**config.mk**
```make
export PLATFORM = sky130hd
export DESIGN_NAME = node_tree_level
export DESIGN_NICKNAME = d
export VERILOG_FILES = /design/src/design/float_pkg.sv /design/src/design/node_tree_level.sv /design/src/design/float_adder.sv
export SDC_FILE = /design/constraint.sdc
export NUM_CORES = 2
export LEC_CHECK = 0
export ABC_AREA = 1
export BUFFER_PORTS_ARGS = -buffer_cell sky130_fd_sc_hd__buf_2
export CORE_MARGIN = 5
export CORE_UTILIZATION = 51
export CTS_CLUSTER_DIAMETER = 150
export DETAILED_ROUTE_END_ITERATION = 7
export PLACE_DENSITY = 0.76
export SLEW_MARGIN = 30
export SYNTH_ARGS = -nofsm -noshare
export SYNTH_HDL_FRONTEND = slang
export SYNTH_SLANG_ARGS = --single-unit
```
**constraint.sdc**
```tcl
create_clock -name clk -period 39.4 [get_ports clk]
set_input_delay 7.88 -clock clk [delete_from_list [all_inputs] [get_ports clk]]
set_output_delay 7.88 -clock clk [all_outputs]
set_load 0.05 [all_outputs]
```
**src/design/float_pkg.sv**
```systemverilog
package float_pkg;

	// single precision field widths
	localparam int float_exp_bits = 8;
	localparam int float_man_bits = 23;

	localparam int float_bias_exp = 127;

	// largest exponent of a finite value
	// 255 is kept for inf and nan
	localparam int float_max_exp = 254;

	typedef struct packed
	{
		logic sign;
		logic [float_exp_bits-1:0] exp;
		logic [float_man_bits-1:0] man;
	} float_fields_t;

	// raw view for transport and constants, fields view for arithmetic
	typedef union packed
	{
		logic [float_exp_bits+float_man_bits:0] raw;
		float_fields_t f;
	} float_t;

endpackage
```
**src/design/node_tree_level.sv**
```systemverilog
`timescale 1ns/1ps

module node_tree_level #(
	parameter int in_terms = 11,
	parameter bit apply_relu = 1'b0
) (
	input logic clk,
	input logic reset,
	input logic valid_in,
	input float_pkg::float_t [in_terms-1:0] terms_in,
	output logic valid_out,
	output float_pkg::float_t [(in_terms+1)/2-1:0] terms_out
);

	import float_pkg::*;

	float_t [(in_terms+1)/2-1:0] level_sum;

	// term 2k plus term 2k+1
	for (genvar k = 0; k < in_terms / 2; k++)
	begin : g_pair
		float_adder u_add (
			.a(terms_in[2*k]),
			.b(terms_in[2*k+1]),
			.sum(level_sum[k])
		);
	end

	// odd term left over goes straight through
	if (in_terms % 2 == 1)
	begin : g_odd
		assign level_sum[in_terms/2] = terms_in[in_terms-1];
	end

	always_ff @(posedge clk)
	begin
		if (reset)
			valid_out <= 1'b0;
		else
			valid_out <= valid_in;
	end

	always_ff @(posedge clk)
	begin
		for (int k = 0; k < (in_terms + 1) / 2; k++)
		begin
			// the rectifier turns negative values into +0
			if (apply_relu && level_sum[k].f.sign)
				terms_out[k] <= '0;
			else
				terms_out[k] <= level_sum[k];
		end
	end

endmodule

```
**src/design/float_adder.sv**
```systemverilog
`timescale 1ns/1ps

module float_adder (
	input float_pkg::float_t a,
	input float_pkg::float_t b,
	output float_pkg::float_t sum
);

	import float_pkg::*;

	// magnitude is the word without its sign bit
	logic [float_exp_bits+float_man_bits-1:0] a_mag;
	logic [float_exp_bits+float_man_bits-1:0] b_mag;
	logic [float_exp_bits+float_man_bits-1:0] big_mag;
	logic [float_exp_bits+float_man_bits-1:0] small_mag;
	logic swap;
	logic big_sign;
	logic same_sign;
	logic [float_man_bits:0] big_sig;
	logic [float_man_bits:0] small_sig;
	logic [float_man_bits:0] aligned;
	logic [float_man_bits+1:0] raw_sum;
	logic [float_man_bits:0] shifted;
	logic [float_man_bits-1:0] man_n;
	int shift;
	int lz;
	int exp_n;

	always_comb
	begin
		// a zero exponent counts as zero whatever the mantissa holds
		a_mag = (a.f.exp == '0) ? '0 : a.raw[float_exp_bits+float_man_bits-1:0];
		b_mag = (b.f.exp == '0) ? '0 : b.raw[float_exp_bits+float_man_bits-1:0];

		swap = b_mag > a_mag;
		big_mag = swap ? b_mag : a_mag;
		small_mag = swap ? a_mag : b_mag;
		big_sign = swap ? b.f.sign : a.f.sign;
		same_sign = a.f.sign == b.f.sign;

		if (big_mag[float_exp_bits+float_man_bits-1:float_man_bits] == '0)
			big_sig = '0;
		else
			big_sig = {1'b1, big_mag[float_man_bits-1:0]};

		if (small_mag[float_exp_bits+float_man_bits-1:float_man_bits] == '0)
			small_sig = '0;
		else
			small_sig = {1'b1, small_mag[float_man_bits-1:0]};

		shift = int'(big_mag[float_exp_bits+float_man_bits-1:float_man_bits])
			- int'(small_mag[float_exp_bits+float_man_bits-1:float_man_bits]);

		// bits shifted out on alignment are simply lost
		if (shift > float_man_bits)
			aligned = '0;
		else
			aligned = small_sig >> shift;

		if (same_sign)
			raw_sum = {1'b0, big_sig} + {1'b0, aligned};
		else
			raw_sum = {1'b0, big_sig} - {1'b0, aligned};

		// position of the leading one below the carry bit
		lz = 0;
		for (int i = 0; i <= float_man_bits; i++)
		begin
			if (raw_sum[i])
				lz = float_man_bits - i;
		end
		shifted = raw_sum[float_man_bits:0] << lz;

		if (raw_sum[float_man_bits+1])
		begin
			man_n = raw_sum[float_man_bits:1];
			exp_n = int'(big_mag[float_exp_bits+float_man_bits-1:float_man_bits]) + 1;
		end
		else
		begin
			man_n = shifted[float_man_bits-1:0];
			exp_n = int'(big_mag[float_exp_bits+float_man_bits-1:float_man_bits]) - lz;
		end

		if (raw_sum == '0)
		begin
			// exact cancellation is always +0
			sum.f.sign = 1'b0;
			sum.f.exp = '0;
			sum.f.man = '0;
		end
		else if (exp_n < 1)
		begin
			sum.f.sign = big_sign;
			sum.f.exp = '0;
			sum.f.man = '0;
		end
		else if (exp_n > float_max_exp)
		begin
			sum.f.sign = big_sign;
			sum.f.exp = float_exp_bits'(float_max_exp);
			sum.f.man = '1;
		end
		else
		begin
			sum.f.sign = big_sign;
			sum.f.exp = exp_n[float_exp_bits-1:0];
			sum.f.man = man_n;
		end
	end

endmodule

```
Word level (Yosys, flattened, before mapping)
Cells that the tools add are included.
- register bits after elaboration: 193
- input port bits: 355
- output and inout bits: 193
- logic and storage cells: 292
- add/sub/neg operators: 25
- $lt $le $gt $ge: 20
- eq/ne operators: 5
- shift-type cells: 10
- muxes and demuxes: 180
- reduce and logical (&&, ||, !) cells: 35
- operator list (cell ; count):
    $mux W31 ; 25
    $mux W5 ; 120
    $mux W24 ; 15
    $gt A32 B6 Y1 const B ; 5
    $gt A32 B9 Y1 const B ; 5
    $logic_not A8 Y1 ; 20
    $lt A32 B2 Y1 const B ; 5
    $mux W32 ; 5
    $shr A24 B32 Y24 ; 5
    $gt A31 B31 Y1 ; 5
    $add A24 B24 Y25 ; 5
    $logic_not A25 Y1 ; 5
    $mux W25 ; 5
    $sub A24 B24 Y25 ; 5
    $shl A24 B5 Y23 ; 5
    $mux W23 ; 5
    $add A8 B1 Y9 const B ; 5
    $sub A8 B5 Y9 ; 5
    $sub A8 B8 Y9 ; 5
    $reduce_or A3 Y1 ; 5
    $reduce_or A2 Y1 ; 5
    $eq A1 B1 Y1 ; 5
    $mux W1 ; 5

Logic depth before layout (Yosys ltp)
- word-level depth: 38
- mapped depth: 91
- depth with buffers taken out: 88

Cells and area by module
From an unflattened synthesis, not the netlist that was laid out.
- cells, all modules: 7678
- area total of the unflattened synthesis: 42449.5 um2
- by module, submodules not included (module ; times used ; cells each ; area each (um2) ; seq. area each (um2)):
    float_adder (g_pair[0].u_add ...) ; 4 ; 1495 ; 7689.9 ; 0.0
    float_adder (g_pair[1].u_add) ; 1 ; 1503 ; 7816.2 ; 0.0
    node_tree_level ; 1 ; 195 ; 3873.7 ; 3863.7

Least setup slack after synthesis
No wires, ideal clock.
- path kind: input to register
- start point: input port terms_in[60] (netlist bit)
- end point: register terms_out[23] (netlist bit)
- setup time: 117 ps
- arrival time: 17879 ps
- required time: 39283 ps
- path slack: 21404 ps
- stages: 73
- path through: inv_1 > nand4_1 > nor2_1 > clkbuf_1 > nor2_1 > ha_1 > nand2_1 > nor2_1 > nand2_1 > nor4_1 > nand4_1 > nand2_1 > buf_2 > nand2_1 > o21ai_1 > nand2_1 > ha_1 > inv_1 > [... 37 more ...] > nand2_1 > a21oi_1 > inv_1 > clkbuf_1 > ha_1 > a21oi_1 > o21ai_0 > a21o_1 > a21oi_1 > nand3_1 > xnor2_1 > o21ai_0 > nand2_1 > nor2_1 > nand3_1 > nand2_1 > buf_2 > nor2_1
- longest elaborated chain between the ends: 38
- elaborated cells between the ends (all ways): 47
- RTL lines (what ; line ; source):
    start, declared ; node_tree_level.sv:10 ; input float_pkg::float_t [in_terms-1:0] terms_in,
    $logic_not A8 Y1 ; float_adder.sv:33 ; b_mag = (b.f.exp == '0) ? '0 : b.raw[float_exp_bits+float_man_bits-1:0];
    $mux W31 (*) ; float_adder.sv:33 ;
    branches (longest 36 deep; another with $gt A32 B6 Y1) ; -- ;
    end signal, assigned by index ; node_tree_level.sv:51 ; terms_out[k] <= level_sum[k];
    end, declared ; node_tree_level.sv:12 ; output float_pkg::float_t [(in_terms+1)/2-1:0] terms_out
Every way passes the cells marked *.
A chain may end at the register's enable or synchronous reset.

Final worst setup path
- start point: input port terms_in[27] (netlist bit)
- end point: register terms_out[21] (netlist bit)
- longest elaborated chain between the ends: 38
- elaborated cells between the ends (all ways): 50
- RTL lines (what ; line ; source):
    $logic_not A8 Y1 ; float_adder.sv:32 ; a_mag = (a.f.exp == '0) ? '0 : a.raw[float_exp_bits+float_man_bits-1:0];
    $mux W31 (*) ; float_adder.sv:32 ;
    branches (longest 36 deep; another with $gt A32 B6 Y1) ; -- ;
Marks and branches as above.

==> impl_metrics.py <==
metrics = {
    "die": {
        "fp.dieW_um": 295,
        "pin_count": 548,
        "chipHeight_um": 295,
        "rows": 104,
        "start_util_pct": 51.4,
        "design.die.area_sq_um": 86800,
        "core_sq_um": 80400,
    },
    "yosys": {
        "synth_top_area_share_pct": 19.9,
        "synth_warnings": 0,
        "synth_commonest_cells": "nand2_1 (2194), inv_1 (908), nand3_1 (864)",
        "synth.avg_cell_area_sq_um": 5.43,
        "ys_top_cells_by_area": "nand2_1 (20%), nand3_1 (10%), ha_1 (9.7%)",
        "ys_types": 72,
        "syn_nets": 8291,
        "synth_area_leader_cell": "nand2_1",
        "synth_flop_cell": "dfxtp_1",
        "synthArstFlopShare_pct": 0,
        "yosysMostFrequentCell": "nand2_1",
        "netlist_area_sq_um": 41300,
        "seq_area_frac_synth_pct": 9.35,
        "syn_inst": 7605,
        "ys_ff_latch": 193,
        "synth-edff-count": 0,
    },
    "clock_network": {
        "postCtsResizedCells": 0,
        "cts_root_buf": "clkbuf_16",
        "cts-htree-levels": 4,
        "cts_buffers": 17,
        "cts.reportedPaths.clkPinSlew_ps": 90,
        "cts_hold_buf": 0,
        "cts_sinks": 193,
        "cts_tree": "built",
        "cts_buffer_depth": 2,
        "post_cts_buffers": 0,
    },
    "critical_path": {
        "critPathKind": "in -> reg",
        "crit_arrival_ps": 21560,
        "slowest_delay_ps": 680,
        "critPathMaxFanout": 62,
        "critical_path_buf_inv_count": 13,
        "cp-start-kind": "input pin",
        "crit_top_cell": "nand2_1",
        "end_kind": "flip-flop",
        "cp_data_required_time_ps": 39720,
        "crit_family": "simple AND/OR/NAND/NOR gates",
        "slowest_stage": "nand2_1",
    },
    "sta": {
        "maxSlewHeadroom_pct": 33.9,
        "maxSlewViolCount": 0,
        "setup_viol": 0,
        "worst_pin_slew_ps": 991,
        "post-route-min-period_ps": 21240,
        "tns_ps": 0,
        "hold_viol_final": 0,
        "rsz0062_at_grt": "no",
        "setup_ws_ps": 18160,
        "max_freq_ghz": 0.0471,
        "final.period_utilization_pct": 53.9,
    },
    "route": {
        "post_drt_wl_per_cell_um": 16.9,
        "vias_per_cell": 5.77,
        "wirelength_um": 151000,
        "antenna_left": 0,
        "vias": 51500,
        "drc": 4,
        "drt_iter0_markers": 5786,
        "drtPass1Iterations": 8,
    },
    "placed_design": {
        "portBuffers": 547,
        "placed_cells": 8881,
        "pre_cts_ws_ps": 17890,
        "detailed_place_hpwl_um": 123000,
        "place_congestion": 1.04,
    },
    "global_routing": {
        "antenna_found_initial": 18,
        "grt_pass1_vias": 45500,
        "grt_pass1_wl_um": 235000,
        "grt_max_degree": 84,
        "overflow": 0,
        "grt.total_usage_pct": 32.4,
    },
    "worst_hold_path": {
        "hp-class": "in -> reg",
    },
    "final_layout": {
        "nets": 8527,
        "syn_to_final_growth_pct": 8.12,
        "drive_above_1_share_pct": 10.5,
        "nFillCells": 8600,
        "final_cells": 8925,
        "multiInputGateArea_sq_um": 32200,
        "seqCellArea_sq_um": 3860,
    },
    "outcome": {
        "violations": "DRC",
        "status": "finished, violations left",
    },
    "job": {
        "drv_cap": 0,
    },
}
cells by family (layout without fill, tap and decap cells):
logic type                 after synthesis  count (layout)  share of synthesized area, %
AOI/OAI and AO/OA                     1391            1391                          19.0
xor gates and xnor gates               277             277                          5.97
adders and majority gates              331             331                          10.2
buffers and inverters                 1316            1565                          12.8
DFF                                    193             193                          9.35
muxes                                   13              13                         0.315
other                                    0              11                             0
and+or+nand+nor                       4084            4084                          42.4
layer usage:
| metal | GRT usage (%) | up-vias | wire length, um |
|---|---|---|---|
| met1 | 42.1 | 23300 | 62600 |
| li1 | - | 25500 | - |
| met3 | 4.42 | 363 | 12800 |
| met5 | 0 | - | 79 |
| met2 | 54.3 | 2391 | 69000 |
| met4 | 12.7 | 12 | 6480 |
cell usage in the layout, fill, tap and decap left out, drive strengths merged, types with 13 or more instances in the layout:
master and instances:
nand4 137, xnor2 61, nor2 664, a211oi 117, buf 596, nor4 26, or2 37, ha 321
o21ai 603, a22oi 45, nor3 69, dfxtp 193, o21bai 13, a31oi 34, o211ai 27, a21oi 485
nand3 882, mux2i 13, xor2 216, inv 929, clkinv 21, clkbuf 17, nand2 2241
registers in the layout, indices dropped and copies added (netlist names):
register and flops:
terms_out 192, valid_out 1
final cells by class:
cell class                 count  share of cell area (%)
antenna                       11                  0.0616
clock buffer                  17                   0.952
clock inverter                15                   0.389
inverter                     937                    7.87
multi-input combinational   6096                    72.2
sequential                   193                    8.65
tap                         1060                    2.97
timing repair buffer         596                    6.95
final timing paths:
| path | startpoint | endpoint | slack [ps] | cells past startpoint |
|---|---|---|---|---|
| setup / recovery | terms_in[27] | terms_out[21] | 18160 | 76 |
| hold / removal | terms_in[337] | terms_out[177] | 7470 | 1 |
metrics by stage:
step | hold slack, ps | instance area [sq um] | utilization [%]
5_1_grt | 7460 | 44700 | 55.5
2_1_floorplan | 7910 | 41300 | -
3_3_place_gp | 7980 | 44000 | 54.7
3_5_place_dp | 7980 | 44000 | 54.7
6_report | 7470 | 44700 | 55.5
4_1_cts | 7450 | 44600 | 55.5
Power is left out: the tool's default activity adds up to more than one toggle a clock period on the data nets, which glitch-free logic cannot reach.
